File: src/hw/cpu_pkg.sv
`default_nettype none

package cpu_pkg;

	typedef logic [15:0] word_t;
	typedef logic [1:0] reg_idx_t;

	localparam int NUM_REGS = 4;

	// opcode field values
	localparam logic [3:0] OP_ADI = 4'd4;
	localparam logic [3:0] OP_ORI = 4'd5;
	localparam logic [3:0] OP_LHI = 4'd6;
	localparam logic [3:0] OP_LWD = 4'd7;
	localparam logic [3:0] OP_SWD = 4'd8;
	localparam logic [3:0] OP_RTYPE = 4'd15;

	// func field of r-type words
	localparam logic [5:0] FN_ADD = 6'd0;
	localparam logic [5:0] FN_SUB = 6'd1;
	localparam logic [5:0] FN_AND = 6'd2;
	localparam logic [5:0] FN_ORR = 6'd3;
	localparam logic [5:0] FN_NOT = 6'd4;
	localparam logic [5:0] FN_TCP = 6'd5;
	localparam logic [5:0] FN_SHL = 6'd6;
	localparam logic [5:0] FN_SHR = 6'd7;
	localparam logic [5:0] FN_WWD = 6'd28;
	localparam logic [5:0] FN_HLT = 6'd29;

	// first eight codes line up with FN_ADD..FN_SHR
	typedef enum logic [3:0] {
		ALU_ADD = 4'd0,
		ALU_SUB = 4'd1,
		ALU_AND = 4'd2,
		ALU_ORR = 4'd3,
		ALU_NOT = 4'd4,
		ALU_TCP = 4'd5,
		ALU_SHL = 4'd6,
		ALU_SHR = 4'd7,
		ALU_PASSB = 4'd8
	} alu_op_t;

	typedef union packed {
		struct packed {
			logic [3:0] opcode;
			reg_idx_t rs;
			reg_idx_t rt;
			reg_idx_t rd;
			logic [5:0] func;
		} r;
		struct packed {
			logic [3:0] opcode;
			reg_idx_t rs;
			reg_idx_t rt;
			logic [7:0] imm;
		} i;
	} instr_u;

endpackage

`default_nettype wire

File: src/hw/fetch_stage.sv
`timescale 1ns/1ns
`default_nettype none

module fetch_stage import cpu_pkg::*; #(
	parameter word_t RESET_PC = '0
) (
	input  logic   clk,
	input  logic   reset_n,
	input  logic   hold_i,
	input  word_t  inst_data_i,
	output logic   inst_read_o,
	output word_t  inst_addr_o,
	output logic   if_valid_o,
	output instr_u if_instr_o,
	output word_t  if_pc_o
);

	word_t pc;
	logic run;

	// run comes up one cycle after reset is released
	assign inst_read_o = run & ~hold_i;
	assign inst_addr_o = pc;

	always_ff @(posedge clk) begin
		if (!reset_n) begin
			run <= 1'b0;
			pc <= RESET_PC;
			if_valid_o <= 1'b0;
		end else begin
			run <= 1'b1;
			if (inst_read_o) begin
				pc <= pc + 16'd1;
				if_valid_o <= 1'b1;
			end
		end
	end

	// IF/ID payload, frozen while decode holds
	always_ff @(posedge clk) begin
		if (inst_read_o) begin
			if_instr_o <= instr_u'(inst_data_i);
			if_pc_o <= pc;
		end
	end

endmodule

`default_nettype wire

File: src/hw/register_file.sv
`timescale 1ns/1ns
`default_nettype none

module register_file import cpu_pkg::*; (
	input  logic     clk,
	input  logic     reset_n,
	input  reg_idx_t rd_a_i,
	input  reg_idx_t rd_b_i,
	input  logic     we_i,
	input  reg_idx_t wr_idx_i,
	input  word_t    wr_data_i,
	output word_t    rd_a_o,
	output word_t    rd_b_o
);

	word_t regs [NUM_REGS];

	always_ff @(posedge clk) begin
		if (!reset_n) begin
			for (int i = 0; i < NUM_REGS; i++) begin
				regs[i] <= '0;
			end
		end else if (we_i) begin
			regs[wr_idx_i] <= wr_data_i;
		end
	end

	// write-through so WB and ID can share a cycle
	assign rd_a_o = (we_i && wr_idx_i == rd_a_i) ? wr_data_i : regs[rd_a_i];
	assign rd_b_o = (we_i && wr_idx_i == rd_b_i) ? wr_data_i : regs[rd_b_i];

endmodule

`default_nettype wire

File: src/hw/decode_stage.sv
`timescale 1ns/1ns
`default_nettype none

module decode_stage import cpu_pkg::*; (
	input  logic     clk,
	input  logic     reset_n,
	input  logic     if_valid_i,
	input  instr_u   if_instr_i,
	input  logic     wb_we_i,
	input  reg_idx_t wb_dest_i,
	input  word_t    wb_data_i,
	output logic     hold_o,
	output logic     id_valid_o,
	output word_t    id_a_o,
	output word_t    id_b_o,
	output word_t    id_imm_o,
	output reg_idx_t id_rs_o,
	output reg_idx_t id_rt_o,
	output reg_idx_t id_dest_o,
	output alu_op_t  id_alu_op_o,
	output logic     id_src_imm_o,
	output logic     id_we_o,
	output logic     id_mem_read_o,
	output logic     id_mem_write_o,
	output logic     id_wwd_o,
	output logic     id_halt_o
);

	reg_idx_t rs;
	reg_idx_t rt;
	logic [7:0] imm8;
	word_t rf_a;
	word_t rf_b;
	logic dec_known;
	logic dec_we;
	logic dec_mem_read;
	logic dec_mem_write;
	logic dec_wwd;
	logic dec_halt;
	logic dec_src_imm;
	logic uses_rs;
	logic uses_rt;
	reg_idx_t dec_dest;
	word_t dec_imm;
	alu_op_t dec_alu_op;
	logic dec_valid;
	logic load_use;
	logic issue;
	logic halt_seen;

	assign rs = if_instr_i.r.rs;
	assign rt = if_instr_i.r.rt;
	assign imm8 = if_instr_i.i.imm;

	register_file u_regs (
		.clk       (clk),
		.reset_n   (reset_n),
		.rd_a_i    (rs),
		.rd_b_i    (rt),
		.we_i      (wb_we_i),
		.wr_idx_i  (wb_dest_i),
		.wr_data_i (wb_data_i),
		.rd_a_o    (rf_a),
		.rd_b_o    (rf_b)
	);

	// defaults describe a sign-extended i-type reading rs
	always_comb begin
		dec_known = 1'b0;
		dec_we = 1'b0;
		dec_mem_read = 1'b0;
		dec_mem_write = 1'b0;
		dec_wwd = 1'b0;
		dec_halt = 1'b0;
		dec_src_imm = 1'b1;
		uses_rs = 1'b1;
		uses_rt = 1'b0;
		dec_dest = rt;
		dec_imm = {{8{imm8[7]}}, imm8};
		dec_alu_op = ALU_ADD;
		case (if_instr_i.r.opcode)
			OP_ADI: begin
				dec_known = 1'b1;
				dec_we = 1'b1;
			end
			OP_ORI: begin
				dec_known = 1'b1;
				dec_we = 1'b1;
				dec_alu_op = ALU_ORR;
				dec_imm = {8'h00, imm8};
			end
			OP_LHI: begin
				dec_known = 1'b1;
				dec_we = 1'b1;
				uses_rs = 1'b0;
				dec_alu_op = ALU_PASSB;
				dec_imm = {imm8, 8'h00};
			end
			OP_LWD: begin
				dec_known = 1'b1;
				dec_we = 1'b1;
				dec_mem_read = 1'b1;
			end
			OP_SWD: begin
				dec_known = 1'b1;
				dec_mem_write = 1'b1;
				uses_rt = 1'b1;
			end
			OP_RTYPE: begin
				dec_src_imm = 1'b0;
				dec_dest = if_instr_i.r.rd;
				dec_alu_op = alu_op_t'(if_instr_i.r.func[3:0]);
				case (if_instr_i.r.func)
					FN_ADD, FN_SUB, FN_AND, FN_ORR: begin
						dec_known = 1'b1;
						dec_we = 1'b1;
						uses_rt = 1'b1;
					end
					FN_NOT, FN_TCP, FN_SHL, FN_SHR: begin
						dec_known = 1'b1;
						dec_we = 1'b1;
					end
					FN_WWD: begin
						dec_known = 1'b1;
						dec_wwd = 1'b1;
					end
					FN_HLT: begin
						dec_known = 1'b1;
						dec_halt = 1'b1;
						uses_rs = 1'b0;
					end
					default: ;
				endcase
			end
			default: ;
		endcase
	end

	assign dec_valid = if_valid_i & dec_known;

	// load in ID/EX feeding the word now in ID
	assign load_use = dec_valid & id_valid_o & id_mem_read_o &
		((uses_rs & (id_dest_o == rs)) | (uses_rt & (id_dest_o == rt)));
	assign issue = dec_valid & ~load_use & ~halt_seen;
	assign hold_o = halt_seen | load_use | (dec_valid & dec_halt);

	always_ff @(posedge clk) begin
		if (!reset_n) begin
			id_valid_o <= 1'b0;
			id_we_o <= 1'b0;
			id_mem_read_o <= 1'b0;
			id_mem_write_o <= 1'b0;
			id_wwd_o <= 1'b0;
			id_halt_o <= 1'b0;
			halt_seen <= 1'b0;
		end else begin
			id_valid_o <= issue;
			id_we_o <= issue & dec_we;
			id_mem_read_o <= issue & dec_mem_read;
			id_mem_write_o <= issue & dec_mem_write;
			id_wwd_o <= issue & dec_wwd;
			id_halt_o <= issue & dec_halt;
			if (issue && dec_halt) begin
				halt_seen <= 1'b1;
			end
		end
	end

	always_ff @(posedge clk) begin
		id_a_o <= rf_a;
		id_b_o <= rf_b;
		id_imm_o <= dec_imm;
		id_rs_o <= rs;
		id_rt_o <= rt;
		id_dest_o <= dec_dest;
		id_alu_op_o <= dec_alu_op;
		id_src_imm_o <= dec_src_imm;
	end

endmodule

`default_nettype wire

File: src/hw/execute_stage.sv
`timescale 1ns/1ns
`default_nettype none

module execute_stage import cpu_pkg::*; (
	input  logic     clk,
	input  logic     reset_n,
	input  logic     id_valid_i,
	input  word_t    id_a_i,
	input  word_t    id_b_i,
	input  word_t    id_imm_i,
	input  reg_idx_t id_rs_i,
	input  reg_idx_t id_rt_i,
	input  reg_idx_t id_dest_i,
	input  alu_op_t  id_alu_op_i,
	input  logic     id_src_imm_i,
	input  logic     id_we_i,
	input  logic     id_mem_read_i,
	input  logic     id_mem_write_i,
	input  logic     id_wwd_i,
	input  logic     id_halt_i,
	input  logic     wb_we_i,
	input  reg_idx_t wb_dest_i,
	input  word_t    wb_data_i,
	output logic     ex_valid_o,
	output word_t    ex_result_o,
	output word_t    ex_store_o,
	output reg_idx_t ex_dest_o,
	output logic     ex_we_o,
	output logic     ex_mem_read_o,
	output logic     ex_mem_write_o,
	output logic     ex_wwd_o,
	output logic     ex_halt_o
);

	logic ex_fwd_ok;
	word_t fwd_a;
	word_t fwd_b;
	word_t alu_b;
	word_t alu_y;

	// a load result is not ready in EX/MEM, the stall covers that case
	assign ex_fwd_ok = ex_valid_o & ex_we_o & ~ex_mem_read_o;

	assign fwd_a = (ex_fwd_ok && ex_dest_o == id_rs_i) ? ex_result_o :
		(wb_we_i && wb_dest_i == id_rs_i) ? wb_data_i : id_a_i;
	assign fwd_b = (ex_fwd_ok && ex_dest_o == id_rt_i) ? ex_result_o :
		(wb_we_i && wb_dest_i == id_rt_i) ? wb_data_i : id_b_i;

	assign alu_b = id_src_imm_i ? id_imm_i : fwd_b;

	always_comb begin
		case (id_alu_op_i)
			ALU_ADD: alu_y = fwd_a + alu_b;
			ALU_SUB: alu_y = fwd_a - alu_b;
			ALU_AND: alu_y = fwd_a & alu_b;
			ALU_ORR: alu_y = fwd_a | alu_b;
			ALU_NOT: alu_y = ~fwd_a;
			ALU_TCP: alu_y = ~fwd_a + 16'd1;
			ALU_SHL: alu_y = {fwd_a[14:0], 1'b0};
			// arithmetic, sign bit kept
			ALU_SHR: alu_y = {fwd_a[15], fwd_a[15:1]};
			ALU_PASSB: alu_y = alu_b;
			default: alu_y = '0;
		endcase
	end

	always_ff @(posedge clk) begin
		if (!reset_n) begin
			ex_valid_o <= 1'b0;
			ex_we_o <= 1'b0;
			ex_mem_read_o <= 1'b0;
			ex_mem_write_o <= 1'b0;
			ex_wwd_o <= 1'b0;
			ex_halt_o <= 1'b0;
		end else begin
			ex_valid_o <= id_valid_i;
			ex_we_o <= id_we_i;
			ex_mem_read_o <= id_mem_read_i;
			ex_mem_write_o <= id_mem_write_i;
			ex_wwd_o <= id_wwd_i;
			ex_halt_o <= id_halt_i;
		end
	end

	// wwd sends rs through as its result
	always_ff @(posedge clk) begin
		ex_result_o <= id_wwd_i ? fwd_a : alu_y;
		ex_store_o <= fwd_b;
		ex_dest_o <= id_dest_i;
	end

endmodule

`default_nettype wire

File: src/hw/mem_wb_stage.sv
`timescale 1ns/1ns
`default_nettype none

module mem_wb_stage import cpu_pkg::*; (
	input  logic     clk,
	input  logic     reset_n,
	input  logic     ex_valid_i,
	input  word_t    ex_result_i,
	input  word_t    ex_store_i,
	input  reg_idx_t ex_dest_i,
	input  logic     ex_we_i,
	input  logic     ex_mem_read_i,
	input  logic     ex_mem_write_i,
	input  logic     ex_wwd_i,
	input  logic     ex_halt_i,
	input  word_t    data_rd_i,
	output logic     data_read_o,
	output logic     data_write_o,
	output word_t    data_addr_o,
	output word_t    data_wr_o,
	output logic     wb_we_o,
	output reg_idx_t wb_dest_o,
	output word_t    wb_data_o,
	output word_t    num_inst_o,
	output word_t    output_port_o,
	output logic     is_halted_o
);

	logic wb_valid;
	logic wb_wwd;
	logic wb_halt;

	// decode never flags a word as both load and store
	assign data_read_o = ex_mem_read_i;
	assign data_write_o = ex_mem_write_i;
	assign data_addr_o = ex_result_i;
	assign data_wr_o = ex_store_i;

	always_ff @(posedge clk) begin
		if (!reset_n) begin
			wb_valid <= 1'b0;
			wb_we_o <= 1'b0;
			wb_wwd <= 1'b0;
			wb_halt <= 1'b0;
		end else begin
			wb_valid <= ex_valid_i;
			wb_we_o <= ex_we_i;
			wb_wwd <= ex_wwd_i;
			wb_halt <= ex_halt_i;
		end
	end

	always_ff @(posedge clk) begin
		wb_dest_o <= ex_dest_i;
		wb_data_o <= ex_mem_read_i ? data_rd_i : ex_result_i;
	end

	// retire side, visible once the word leaves WB
	always_ff @(posedge clk) begin
		if (!reset_n) begin
			num_inst_o <= '0;
			output_port_o <= '0;
			is_halted_o <= 1'b0;
		end else if (wb_valid) begin
			num_inst_o <= num_inst_o + 16'd1;
			if (wb_wwd) begin
				output_port_o <= wb_data_o;
			end
			if (wb_halt) begin
				is_halted_o <= 1'b1;
			end
		end
	end

endmodule

`default_nettype wire

File: src/hw/cpu_top.sv
`timescale 1ns/1ns
`default_nettype none

module cpu_top import cpu_pkg::*; #(
	parameter word_t RESET_PC = '0
) (
	input  logic  clk,
	input  logic  reset_n,
	output logic  inst_read_o,
	output word_t inst_addr_o,
	input  word_t inst_data_i,
	output logic  data_read_o,
	output logic  data_write_o,
	output word_t data_addr_o,
	output word_t data_wr_o,
	input  word_t data_rd_i,
	output word_t num_inst_o,
	output word_t output_port_o,
	output logic  is_halted_o
);

	logic hold;
	logic if_valid;
	instr_u if_instr;

	logic id_valid;
	word_t id_a;
	word_t id_b;
	word_t id_imm;
	reg_idx_t id_rs;
	reg_idx_t id_rt;
	reg_idx_t id_dest;
	alu_op_t id_alu_op;
	logic id_src_imm;
	logic id_we;
	logic id_mem_read;
	logic id_mem_write;
	logic id_wwd;
	logic id_halt;

	logic ex_valid;
	word_t ex_result;
	word_t ex_store;
	reg_idx_t ex_dest;
	logic ex_we;
	logic ex_mem_read;
	logic ex_mem_write;
	logic ex_wwd;
	logic ex_halt;

	logic wb_we;
	reg_idx_t wb_dest;
	word_t wb_data;

	// the fetch pc is kept in IF/ID but nothing downstream needs it yet
	fetch_stage #(
		.RESET_PC (RESET_PC)
	) u_fetch (
		.clk         (clk),
		.reset_n     (reset_n),
		.hold_i      (hold),
		.inst_data_i (inst_data_i),
		.inst_read_o (inst_read_o),
		.inst_addr_o (inst_addr_o),
		.if_valid_o  (if_valid),
		.if_instr_o  (if_instr),
		.if_pc_o     ()
	);

	decode_stage u_decode (
		.clk            (clk),
		.reset_n        (reset_n),
		.if_valid_i     (if_valid),
		.if_instr_i     (if_instr),
		.wb_we_i        (wb_we),
		.wb_dest_i      (wb_dest),
		.wb_data_i      (wb_data),
		.hold_o         (hold),
		.id_valid_o     (id_valid),
		.id_a_o         (id_a),
		.id_b_o         (id_b),
		.id_imm_o       (id_imm),
		.id_rs_o        (id_rs),
		.id_rt_o        (id_rt),
		.id_dest_o      (id_dest),
		.id_alu_op_o    (id_alu_op),
		.id_src_imm_o   (id_src_imm),
		.id_we_o        (id_we),
		.id_mem_read_o  (id_mem_read),
		.id_mem_write_o (id_mem_write),
		.id_wwd_o       (id_wwd),
		.id_halt_o      (id_halt)
	);

	execute_stage u_execute (
		.clk            (clk),
		.reset_n        (reset_n),
		.id_valid_i     (id_valid),
		.id_a_i         (id_a),
		.id_b_i         (id_b),
		.id_imm_i       (id_imm),
		.id_rs_i        (id_rs),
		.id_rt_i        (id_rt),
		.id_dest_i      (id_dest),
		.id_alu_op_i    (id_alu_op),
		.id_src_imm_i   (id_src_imm),
		.id_we_i        (id_we),
		.id_mem_read_i  (id_mem_read),
		.id_mem_write_i (id_mem_write),
		.id_wwd_i       (id_wwd),
		.id_halt_i      (id_halt),
		.wb_we_i        (wb_we),
		.wb_dest_i      (wb_dest),
		.wb_data_i      (wb_data),
		.ex_valid_o     (ex_valid),
		.ex_result_o    (ex_result),
		.ex_store_o     (ex_store),
		.ex_dest_o      (ex_dest),
		.ex_we_o        (ex_we),
		.ex_mem_read_o  (ex_mem_read),
		.ex_mem_write_o (ex_mem_write),
		.ex_wwd_o       (ex_wwd),
		.ex_halt_o      (ex_halt)
	);

	mem_wb_stage u_mem_wb (
		.clk            (clk),
		.reset_n        (reset_n),
		.ex_valid_i     (ex_valid),
		.ex_result_i    (ex_result),
		.ex_store_i     (ex_store),
		.ex_dest_i      (ex_dest),
		.ex_we_i        (ex_we),
		.ex_mem_read_i  (ex_mem_read),
		.ex_mem_write_i (ex_mem_write),
		.ex_wwd_i       (ex_wwd),
		.ex_halt_i      (ex_halt),
		.data_rd_i      (data_rd_i),
		.data_read_o    (data_read_o),
		.data_write_o   (data_write_o),
		.data_addr_o    (data_addr_o),
		.data_wr_o      (data_wr_o),
		.wb_we_o        (wb_we),
		.wb_dest_o      (wb_dest),
		.wb_data_o      (wb_data),
		.num_inst_o     (num_inst_o),
		.output_port_o  (output_port_o),
		.is_halted_o    (is_halted_o)
	);

endmodule

`default_nettype wire

File: config.mk
export PLATFORM = sky130hd
export DESIGN_NAME = cpu_top
export DESIGN_NICKNAME = d
export VERILOG_FILES = /design/src/hw/cpu_pkg.sv /design/src/hw/fetch_stage.sv /design/src/hw/register_file.sv /design/src/hw/decode_stage.sv /design/src/hw/execute_stage.sv /design/src/hw/mem_wb_stage.sv /design/src/hw/cpu_top.sv
export SDC_FILE = /design/constraint.sdc
export NUM_CORES = 1
export LEC_CHECK = 0
export ABC_CLOCK_PERIOD_IN_PS = 13400
export BUFFER_PORTS_ARGS = -buffer_cell sky130_fd_sc_hd__buf_2
export CAP_MARGIN = 20
export CORE_ASPECT_RATIO = 1.5
export CORE_UTILIZATION = 45
export DETAILED_ROUTE_END_ITERATION = 12
export SLEW_MARGIN = 10
export SYNTH_ARGS = -nofsm -noshare
export SYNTH_HDL_FRONTEND = slang
export SYNTH_HIERARCHICAL = 1
export SYNTH_SLANG_ARGS = --single-unit
File: constraint.sdc
create_clock -name clk -period 13.4 [get_ports clk]
set_input_delay 0.67 -clock clk [delete_from_list [all_inputs] [get_ports clk]]
set_output_delay 0.67 -clock clk [all_outputs]
set_load 0.03 [all_outputs]
After elaboration in Yosys (flattened, before gate mapping) --
Memories as Yosys holds them, arrays and structs flattened. A register that Yosys moved wholly into a read port is not among the register bits. Index checks and enable logic that the tools add are counted.
Word-level totals: memory bits (writable) 64, register bits after elaboration 195, bits of input ports 34, logic and storage cells 156, output and inout bits 84, memories kept 1
Operators by class: add/sub/neg operators 5, multiplexer cells 38, equality and inequality tests 31, bitwise logic cells 27, reduce and logical (&&, ||, !) cells 17
Memories:
- u_decode.u_regs.regs | depth 4, width 16, rd ports 2, clocked after memory_dff 2, write ports 4, RTL line register_file.sv:16 | word_t regs [NUM_REGS];
Operators with widths (count):
- 16-bit 2-to-1 mux | 10
- 16-bit one-hot mux with 9 select lines | 1
- 16-bit by 1-bit adder with 16-bit output (second input constant) | 3
- 4-bit by 3-bit == test with 1-bit output (second input constant) | 8
- 16-bit one-hot mux with 2 select lines | 1
- 6-bit by 3-bit == test with 1-bit output (second input constant) | 4
- 1-bit bitwise AND | 17
- 1-bit 2-to-1 mux | 17
- 16-bit adder | 1
- 16-bit bitwise AND | 1
- 2-bit == test | 8
- 16-bit inverter | 1
- 16-bit bitwise OR | 1
- 16-bit OR reduction | 1
- 16-bit subtractor | 1
- 4-bit == test (second input constant) | 3
- 6-bit by 2-bit == test with 1-bit output (second input constant) | 2
- 6-bit by 5-bit == test with 1-bit output (second input constant) | 2
- 4-bit one-hot mux with 3 select lines | 1
- 10-bit OR reduction | 1
- 4-bit by 2-bit == test with 1-bit output (second input constant) | 2
- 2-bit 2-to-1 mux | 4
- 1-bit one-hot mux with 2 select lines | 4
- 4-bit OR reduction | 2
- other kinds (10) | 22

Logic depth before layout (Yosys ltp) --
Gate-level depths: netlist (run 1).
depth in word-level cells 13, gate-level depth with buffers 20, mapped depth without buffers 18

By module --
The synthesis (run 1) kept the hierarchy.
By module, submodules not included:
- execute_stage | area an instance 4645.7 um^2, cells an instance 606, sequential area each 800.8 um^2, times used 1
- register_file | area an instance 3786.1 um^2, cells an instance 227, sequential area each 1921.8 um^2, times used 1
- mem_wb_stage | area an instance 2237.1 um^2, cells an instance 234, sequential area each 1101.1 um^2, times used 1
- decode_stage | area an instance 1830.5 um^2, cells an instance 148, sequential area each 1321.3 um^2, times used 1
- fetch_stage | area an instance 1780.5 um^2, cells an instance 118, sequential area each 1321.3 um^2, times used 1

Worst setup path after synthesis (run 1) --
OpenSTA, ideal clock, no wires.
path type flip-flop to flip-flop, start reg u_execute.ex_mem_read_o, end reg u_execute.ex_result_o[15], cell stages (with the launch flop) 20, required time 13.272 ns, period minus slack after synthesis 4.452 ns, path buffers 2, setup slack 8.948 ns, library setup time 0.128 ns, arrival time 4.324 ns, cells stage by stage dfxtp_1 nand3b_1 buf_2 clkbuf_1 nor4_1 a31oi_1 mux2i_1 ha_1 nand3_1 or2_2 o21ai_0 xnor2_1 ha_1 and2_1 and3_1 a211o_1 o41ai_1 o2111ai_1 xnor3_1 o211ai_2
Between the ends: word-level cells in the longest chain between the ends 8, elaborated cells between the ends (all ways) 15, those cells by class add/sub (3); mux (5); bitwise (5); reduce/logical (2)
RTL lines:
- start: declaration | RTL line execute_stage.sv:29 | output logic ex_mem_read_o,
- start signal: assignment | RTL line execute_stage.sv:78 | ex_mem_read_o <= id_mem_read_i;
- 1-bit inverter * | RTL line execute_stage.sv:42 | assign ex_fwd_ok = ex_valid_o & ex_we_o & ~ex_mem_read_o;
- 1-bit bitwise AND * | RTL line execute_stage.sv:42
- 1-bit logical AND * | RTL line execute_stage.sv:46 | assign fwd_b = (ex_fwd_ok && ex_dest_o == id_rt_i) ? ex_result_o :
- 16-bit 2-to-1 mux * | RTL line execute_stage.sv:46
- named net u_execute.fwd_b[0] | RTL line execute_stage.sv:37 | word_t fwd_b;
- 16-bit 2-to-1 mux * | RTL line execute_stage.sv:49 | assign alu_b = id_src_imm_i ? id_imm_i : fwd_b;
- 16-bit subtractor or 16-bit adder (tied branches) | RTL line execute_stage.sv:54, execute_stage.sv:53
- 16-bit one-hot mux with 9 select lines * | RTL line execute_stage.sv:52 | case (id_alu_op_i)
- 16-bit 2-to-1 mux * | RTL line execute_stage.sv:87 | ex_result_o <= id_wwd_i ? fwd_a : alu_y;
- end signal: assignment | RTL line execute_stage.sv:87
- end: declaration | RTL line execute_stage.sv:25 | output word_t ex_result_o,
Mark *: on every way through the listed nets, which the timed path passes. The rest lies on a longest branch. A chain may end at the register's enable or synchronous reset.

Final worst setup path (run 1) --
Ends and elaborated chain as after synthesis.

==> impl_metrics.toml, run 1 <==
[grt]
grt_max_degree = 48
antenna_found_initial = 0
grt_pass1_vias = 10400
grt_pass1_wl_um = 58500
grt_usage_pct = 24.0
globalRouteOverflowTotal = 0

[clock_tree]
cts_hold_buf = 0
cts.sinks = 259
cts_tree = "done"
clock-root-buffer = "clkbuf_16"
clk_pin_slew_ns = 0.06
post_cts_buffers = 0
cts_buffer_depth = 3
insertion_delay_ns = 0.55
numCtsBuffers = 26
cts_resized = 0
htree_levels = 1

[final_layout]
area_growth_pct = 10.2
drive_above_1_share_pct = 22.4
fillers = 2814
regArea_sq_mm = 0.00599
multi_input_area_sq_mm = 0.00704
num_antenna_cells = 0
fin_nets = 1429

[die]
fp-row-count = 78
io_pins = 118
dieArea_sq_mm = 0.0314
die_w_um = 145
design.core.area_sq_mm = 0.0303
die_h_um = 216
start_util_pct = 45.6

[drt]
via_per_inst = 5.72
route.detailed.drc = 0
first_pass_iters = 5
wl_um = 37800
wl_per_cell_um = 21.1
antenna_left = 0
num_vias = 10300
detail_route.iter0.violations = 561

[sta]
fmax_mhz = 168
finalSetupViolations = 0
worstMarginPinSlew_ns = 1.03
hold_viol_final = 0
min_period_over_period_pct = 44.5
setup_tns_ns = 0
slew_headroom_pct = 30.9
grt_setup_unrepaired = "false"
fin_crit_ns = 5.96
report.final.slew_viol_count = 0
clock_skew_ns = 0.0200

[worst_setup_path]
cpPeakStageDelay_ns = 0.86
endpoint_kind = "flip-flop"
startpoint_type = "flip-flop"
crit_chain = "nand3b_1 -> or3_4 -> a31oi_1 -> mux2i_1 -> ha_1 -> nand3_1 -> or2_2 -> o21ai_0 -> xnor2_1 -> ha_1 -> and2_1 -> and3_1 -> a211o_1 -> o41ai_1 -> o2111ai_1 -> xnor3_1 -> o211ai_2"
crit_type = "reg2reg"
rr_startpoint = "u_execute/ex_mem_read_o"
startpoint = "u_execute/ex_mem_read_o"
crit_path_frequent_cell = "ha_1"
path_max_fanout = 30
required_ns = 13.82
reg2reg_slack_ns = 7.44
cp_top_family = "simple AND/OR/NAND/NOR gates"
arrival_ns = 6.38
slowest_stage = "dfxtp_1"
critPathBufInv = 0

[hold_path]
hold_path_startpoint = "inst_data_i[1]"
hold_class = "in2reg"

[power_and_ir_drop]
seqPwrFrac_pct = 47.7
peakVddDrop_v = 0.0000887
power.density_mw_per_mm2 = 135
p_comb_share_pct = 17.0
internal_power_uw = 1430
p_sw_share_pct = 30.7
power_uw = 2060
power.switching_uw = 631
power.leakage_uw = 0.00621
power_frac_clock_pct = 35.2

[flow_run]
cap_violations = 0

[logic_synthesis]
synth_warnings = 6
synth_nets = 1373
netlist_area_sq_mm = 0.0138
synth.avg_cell_area_sq_um = 10.5
postSynthCellCount = 1317

[place]
gp_congestion = 0.934
port_buffers = 117
hpwl_um = 27700

[outcome]
status = "completed"
power by group through the flow:
stage	clock (uW)	sequential [uW]	combinational, uW
after floorplan	0	941	295
after global placement	0	999	343
after detailed placement	0	998	346
after CTS	744	982	348
after global routing	771	991	377
final	725	981	350
layer usage:
layer  share of wire (%)  wire length (um)  global-route usage, %
met1                  38             14300                   26.1
met4                 5.6              2120                   15.2
met2                  51             19400                   43.4
met5                   0                 0                      0
met3                 5.0              1910                   3.56
state kept, by name, indices dropped and copies added, names as in the netlist, 4 cells and up:
name                    count
u_decode/id_a_o            16
u_decode/id_alu_op_o        4
u_decode/id_b_o            16
u_decode/id_imm_o          16
u_decode/u_regs/regs       64
u_execute/ex_result_o      16
u_execute/ex_store_o       16
u_fetch/if_instr_o         16
u_fetch/inst_addr_o        16
u_mem_wb/num_inst_o        16
u_mem_wb/output_port_o     16
u_mem_wb/wb_data_o         16
final timing paths:
path	end	depth (start not counted)
max	u_execute/ex_result_o[15]	17
min	u_fetch/if_instr_o[1]	1
max reg2reg	u_execute/ex_result_o[15]	17
min reg2reg	u_execute/ex_dest_o[0]	0
cells in the final DEF, fill, tap and decap left out, types with 8 or more instances in the layout:
| cell type | instances |
|---|---|
| mux4_2 | 20 |
| nand4_1 | 31 |
| nand2_1 | 104 |
| nor2b_1 | 9 |
| a31oi_1 | 16 |
| o31ai_1 | 23 |
| clkbuf_16 | 27 |
| buf_2 | 117 |
| and2_1 | 65 |
| dfxtp_1 | 179 |
| nor3_1 | 32 |
| or3_1 | 8 |
| o21a_1 | 8 |
| nor4_1 | 23 |
| nand2b_1 | 15 |
| a31oi_2 | 9 |
| mux4_1 | 12 |
| and3_1 | 23 |
| mux2_4 | 20 |
| xor2_1 | 40 |
| ha_1 | 21 |
| nand3_1 | 23 |
| a211oi_1 | 8 |
| edfxtp_1 | 80 |
| xnor2_1 | 27 |
| o21ai_0 | 31 |
| o22ai_1 | 13 |
| mux2_2 | 31 |
| a21oi_1 | 67 |
| nor2_1 | 87 |
| inv_1 | 23 |
| buf_4 | 20 |
| mux2i_1 | 35 |
through the flow:
stage	std cells	setup WS, ns	util, %	area, sq um	hold WS (ns)
CTS	1793	7.45	50.3	15200	0.263
global route	1793	7.08	50.3	15200	0.270
detailed placement	1745	7.47	47.5	14400	0.392
finish	1793	7.44	50.3	15200	0.291
floorplan	1317	8.95	-	13800	0.374
global placement	1745	7.65	47.5	14400	0.387
layout make-up:
type	count	area share [%]
Clock buffer	35	4.84
Clock inverter	13	0.757
Inverter	26	0.658
Multi-Input combinational cell	923	46.3
Sequential cell	259	39.3
Tap cell	400	3.29
Timing Repair Buffer	137	4.84
worst reg2reg max path, delay by kind of cell, from the launching register on:
kind / cells / cell delay [ns]
compound gates: 6 / 1.32
flops: 1 / 0.86
fa+ha+maj: 2 / 0.57
simple gates: 6 / 2.07
mux: 1 / 0.45
xor+xnor: 2 / 0.55
(Power assumes the default switching activity.)
==> run 2: changes to the inputs <==
--- a/config.mk
+++ b/config.mk
@@ -5,7 +5,7 @@
 export SDC_FILE = /design/constraint.sdc
 export NUM_CORES = 1
 export LEC_CHECK = 0
-export ABC_CLOCK_PERIOD_IN_PS = 13400
+export ABC_CLOCK_PERIOD_IN_PS = 5600
 export BUFFER_PORTS_ARGS = -buffer_cell sky130_fd_sc_hd__buf_2
 export CAP_MARGIN = 20
 export CORE_ASPECT_RATIO = 1.5
==> constraint.sdc (replaced) <==
create_clock -name clk -period 5.6 [get_ports clk]
set_input_delay 0.28 -clock clk [delete_from_list [all_inputs] [get_ports clk]]
set_output_delay 0.28 -clock clk [all_outputs]
set_load 0.03 [all_outputs]
==> run 2 against run 1 <==
Compared with the run above:
- worst setup slack lost 6.8 ns
- clock power grew 150%
- highest routed layer unchanged
- global-route usage grew 0.97 points
- power grew 140%
- design area grew 3.0%
- via count grew 3.4%
==> impl_metrics.toml, run 2 (synthesis gave the netlist of run 1 again) <==
[final_layout]
num_antenna_cells = 0
fin_nets = 1477
largest_register_ffs = 64
layout.cells.most_common = "dfxtp_1"
area_growth_pct = 13.5
drive_above_1_share_pct = 22.8
final_area_sq_mm = 0.0157
fillers = 2782
mostFrequentLayoutCells = "dfxtp_1, buf_2, nand2_1"
regMostFlops = "u_decode/u_regs/regs"

[worst_setup_path]
path_max_fanout = 11
required_ns = 6.02
cp_top_family = "compound AO/OA/AOI/OAI gates"
startpoint_type = "flip-flop"
endpoint_kind = "flip-flop"
crit_type = "reg2reg"
crit_path_frequent_cell = "ha_1"
cpPeakStageDelay_ns = 0.67
arrival_ns = 5.39
slowest_stage = "dfxtp_1"
crit_chain = "xor2_1 -> o31ai_1 -> a31oi_1 -> mux2i_1 -> buf_4 -> ha_1 -> nand3_1 -> or2_2 -> o21ai_0 -> xnor2_1 -> ha_1 -> and2_1 -> and3_1 -> a211o_1 -> o41ai_1 -> o2111ai_1 -> xnor3_1 -> o211ai_2"
critPathBufInv = 1

[grt]
grt_pass1_wl_um = 60900
grt_usage_pct = 24.9
antenna_found_initial = 0
grt_pass1_vias = 10800
globalRouteOverflowTotal = 0
grt_max_degree = 43

[die]
design.core.area_sq_mm = 0.0303
die_w_um = 145
die_h_um = 216
start_util_pct = 45.6
dieArea_sq_mm = 0.0314
fp-row-count = 78
io_pins = 118

[clock_tree]
cts.sinks = 259
cts_tree = "done"
cts_hold_buf = 30
cts_buffer_depth = 3
clk_pin_slew_ns = 0.06
htree_levels = 1
insertion_delay_ns = 0.54
cts_resized = 0
post_cts_buffers = 0
numCtsBuffers = 27
clock-root-buffer = "clkbuf_16"

[power_and_ir_drop]
power.leakage_uw = 0.00642
power.density_mw_per_mm2 = 320
peakVddDrop_v = 0.000220

[outcome]
status = "completed"

[sta]
fmax_mhz = 201
slew_headroom_pct = 30.1
report.final.slew_viol_count = 0
setup_tns_ns = 0
worstMarginPinSlew_ns = 1.05
hold_viol_final = 0
fin_crit_ns = 4.97
finalSetupViolations = 0
layout_setup_ws_ns = 0.627
min_period_over_period_pct = 88.8
grt_setup_unrepaired = "false"
clock_skew_ns = 0.0128

[drt]
via_per_inst = 5.76
num_vias = 10600
first_pass_iters = 6
wl_um = 39400
route.detailed.drc = 0
wl_per_cell_um = 21.4
detail_route.iter0.violations = 521
antenna_left = 0

[place]
gp_congestion = 0.942
dpl_worst_slack_ns = 0.693
port_buffers = 117
hpwl_um = 29100
place_area_sq_mm = 0.0145

[hold_path]
hold_class = "in2reg"

[flow_run]
cap_violations = 0
## run 2: path summary, 6_finish.rpt
kind	start	endpoint	slack (ns)	cells after the start
worst min-delay path	data_rd_i[9]	u_mem_wb/wb_data_o[9]	0.02	2
worst max register to register	u_mem_wb/wb_dest_o[1]	u_execute/ex_result_o[15]	0.63	18
worst max-delay path	u_mem_wb/wb_dest_o[1]	u_execute/ex_result_o[15]	0.63	18
worst min register to register	u_execute/ex_dest_o[0]	u_mem_wb/wb_dest_o[0]	0.41	0
## run 2: layout make-up
class	instances	area, sq um	area share [%]
clock buffers	35	717	4.58
clock inverters	14	159	1.01
inverters	26	100	0.639
multi-input cells	923	7040	44.9
flip-flops and latches	259	5990	38.2
well taps	400	500	3.19
repair buffers	184	1170	7.45
## run 2: power breakdown
group          internal [uW]  switching [uW]  total, uW  leakage [uW]
logic                    363             500        864       0.00370
clock network           1040             756       1800      0.000424
registers               2090             266       2360       0.00230
## run 2: stage by stage
stage,cells,util [%],total power [uW],hold WS (ns)
after floorplan,1317,-,2960,0.308
after global placement,1761,47.9,3230,0.398
after detailed placement,1762,47.9,3230,0.403
after CTS,1841,51.8,5050,0.00417
after global routing,1841,51.8,5220,0.0151
final,1841,51.8,5020,0.0167
## run 2: metal layers
layer,share of wire [%],wire length [um],vias up,track usage (%)
met5,0,0,-,0
met4,5.9,2330,0,15.7
met3,4.3,1680,106,2.55
met2,52,20300,346,45.4
met1,38,15100,5128,27.8
li1,-,-,5020,-
==> run 3: changes to the inputs <==
--- a/config.mk
+++ b/config.mk
@@ -6,13 +6,12 @@
 export NUM_CORES = 1
 export LEC_CHECK = 0
 export ABC_CLOCK_PERIOD_IN_PS = 5600
-export BUFFER_PORTS_ARGS = -buffer_cell sky130_fd_sc_hd__buf_2
 export CAP_MARGIN = 20
 export CORE_ASPECT_RATIO = 1.5
 export CORE_UTILIZATION = 45
 export DETAILED_ROUTE_END_ITERATION = 12
+export DONT_BUFFER_PORTS = 1
 export SLEW_MARGIN = 10
 export SYNTH_ARGS = -nofsm -noshare
 export SYNTH_HDL_FRONTEND = slang
-export SYNTH_HIERARCHICAL = 1
 export SYNTH_SLANG_ARGS = --single-unit
==> run 3 against run 2 <==
Compared with the run above:
- clock power hardly changed
- clock skew is 0.013 ns higher
- hold slack better by 0.066 ns
- first-iteration DRC count is 12% higher
- area after synthesis is 2.3% lower
- non-clock buffer count is 117 lower
- synthesized cell count is 2.8% lower
- largest power group unchanged
- highest routed layer unchanged
==> impl_metrics.toml, run 3 <==
[grt]
grt_max_degree = 79
globalRouteOverflowTotal = 0
antenna_found_initial = 0
grt_usage_pct = 25.8
grt_pass1_vias = 10300
grt_pass1_wl_um = 60300

[worst_setup_path]
required_ns = 6.03
startpoint = "u_mem_wb.wb_dest_o[0]"
endpoint = "u_execute.ex_result_o[14]"
endpoint_kind = "flip-flop"
crit_chain = "xnor2_1 -> buf_4 -> nand4_1 -> a31oi_1 -> mux2i_1 -> ha_1 -> and2_1 -> a41oi_2 -> xnor2_1 -> ha_1 -> nand3_1 -> a211oi_1 -> nor3_1 -> o31ai_1 -> xor2_1 -> a221oi_1 -> o21ai_1"
cp_top_family = "compound AO/OA/AOI/OAI gates"
critPathBufInv = 1
crit_type = "reg2reg"
cpPeakStageDelay_ns = 0.64
cp.depth = 17
reg2reg_slack_ns = 0.66
reg2reg_depth = 17
r2r-end = "u_execute.ex_result_o[14]"
startpoint_type = "flip-flop"
path_max_fanout = 14
rr_startpoint = "u_mem_wb.wb_dest_o[0]"
slowest_stage = "dfxtp_1"
arrival_ns = 5.36

[final_layout]
num_antenna_cells = 0
drive_above_1_share_pct = 16.9
mostFrequentLayoutCells = "dfxtp_1, nand2_1, and2_1"
largest_register_ffs = 64
layout.cells.most_common = "dfxtp_1"
fillers = 2675
regMostFlops = "u_decode.u_regs.regs"
fin_nets = 1352
area_growth_pct = 12.1

[sta]
report.final.slew_viol_count = 0
fin_crit_ns = 4.94
setup_tns_ns = 0
min_period_over_period_pct = 88.1
fmax_mhz = 203
finalSetupViolations = 0
worstMarginPinSlew_ns = 0.999
slew_headroom_pct = 33.1
clock_skew_ns = 0.0257
hold_viol_final = 0
grt_setup_unrepaired = "false"

[drt]
antenna_left = 0
route.detailed.drc = 0
wl_um = 38900
detail_route.iter0.violations = 586
num_vias = 10100
wl_per_cell_um = 22.7
first_pass_iters = 7
via_per_inst = 5.90

[power_and_ir_drop]
power.leakage_uw = 0.00562
internal_power_uw = 3510
seqPwrFrac_pct = 50.2
power.switching_uw = 1630
p_sw_share_pct = 31.8
power.density_mw_per_mm2 = 340
power_frac_clock_pct = 34.7
p_comb_share_pct = 15.1
peakVddDrop_v = 0.000244
power_uw = 5140

[logic_synthesis]
synth_edf_count = 80
synthTopCellsByArea = "dfxtp_1, edfxtp_1, mux4_2"
synth_warnings = 0
synth_cell_types = 92
netlist_area_sq_mm = 0.0135
ys.flop_type = "dfxtp_1"
synth_nets = 1336
synth_commonest_cells = "dfxtp_1, nand2_1, and2_1, edfxtp_1, mux2_2"
ys_seq_area_share_pct = 45.0
synth-seq-cells = 263
synthMostInstantiatedCell = "dfxtp_1"
synthArstFlopShare_pct = 0
synth.avg_cell_area_sq_um = 10.5
yosys.area.top_type = "dfxtp_1"
postSynthCellCount = 1280
synth_top_area_share_pct = 27.2

[clock_tree]
cts.sinks = 263
htree_levels = 1
cts_buffer_depth = 3
cts_hold_buf = 34
numCtsBuffers = 27
cts_resized = 0
clk_pin_slew_ns = 0.06
post_cts_buffers = 0
insertion_delay_ns = 0.57
cts_tree = "done"
clock-root-buffer = "clkbuf_16"

[place]
port_buffers = 0
hpwl_um = 28400
gp_congestion = 0.971

[flow_run]
cap_violations = 0

[die]
design.core.area_sq_mm = 0.0295
die_w_um = 143
fp-row-count = 77
dieArea_sq_mm = 0.0307
start_util_pct = 45.7
die_h_um = 214
io_pins = 118

[hold_path]
hold_class = "in2reg"

[outcome]
status = "completed"
-- run 3: changes by cell type in the layout (fill, tap and decap cells not counted), sizes merged, moves of 26 or more --
| cell | previous run | this run |
|---|---|---|
| buf | 154 | 34 |
| nor2 | 87 | 48 |
| and2 | 65 | 96 |
| a21oi | 70 | 43 |
| xnor2 | 29 | 55 |
-- run 3: layout make-up --
cell class	instances	area, sq um	share of cell area [%]
Clock buffer	40	778	5.15
Clock inverter	10	96.3	0.637
Timing Repair Buffer	67	621	4.10
Sequential cell	263	6070	40.1
Multi-Input combinational cell	912	6970	46.1
Inverter	25	93.8	0.621
Tap cell	395	494	3.27
-- run 3: routing by layer --
metal  routed length (um)  global-route usage (%)  part of all wire (%)  vias up
li1                     -                       -                     -     4776
met1                14800                    29.3                    38     4818
met2                19900                    45.3                    51      376
met3                 1890                    3.73                   4.8      130
met4                 2370                    15.4                   6.1        0
met5                    0                       0                     0        -
-- run 3: worst min path at each step --
stage                       start                     end  slack, ns  depth (start not counted)
after global placement    reset_n             u_fetch.run       0.31                          0
final                     reset_n        u_decode.id_we_o       0.08                          3
after global routing      reset_n  u_decode.id_mem_read_o       0.09                          3
after detailed placement  reset_n             u_fetch.run       0.31                          0
after floorplan           reset_n             u_fetch.run       0.31                          0
after CTS                 reset_n  u_decode.id_mem_read_o       0.06                          3
-- run 3: tightest hold or removal path: stages --
cell and delay, ns:
nand2b_1 0.06, a311o_1 0.19, a21oi_1 0.06
-- run 3: cell families after synthesis --
| kind of cell | share of synthesized area, % |
|---|---|
| AND/OR/NAND/NOR | 18.7 |
| flip-flops | 45.0 |
| XOR/XNOR | 5.18 |
| buffers and inverters | 3.45 |
| AO/OA/AOI/OAI | 13.3 |
| multiplexers | 11.9 |
| adder cells (fa/ha/maj) | 2.54 |
-- run 3: power by group through the flow --
stage,Combinational [uW],Sequential [uW],Clock [uW]
after CTS,770,2580,1820
after global routing,843,2610,1900
after detailed placement,734,2620,0
after global placement,722,2630,0
after floorplan,588,2430,0
final,778,2580,1790
-- run 3: stage by stage --
step / hold WS (ns) / area [sq um] / utilization [%] / instances / setup WS, ns
floorplan: 0.308 / 13500 / - / 1280 / 1.10
global placement: 0.314 / 13900 / 47.0 / 1626 / 0.960
detailed placement: 0.312 / 13900 / 47.1 / 1628 / 0.759
CTS: 0.0569 / 15100 / 51.3 / 1712 / 0.713
global route: 0.0898 / 15100 / 51.3 / 1712 / 0.265
finish: 0.0824 / 15100 / 51.3 / 1712 / 0.664
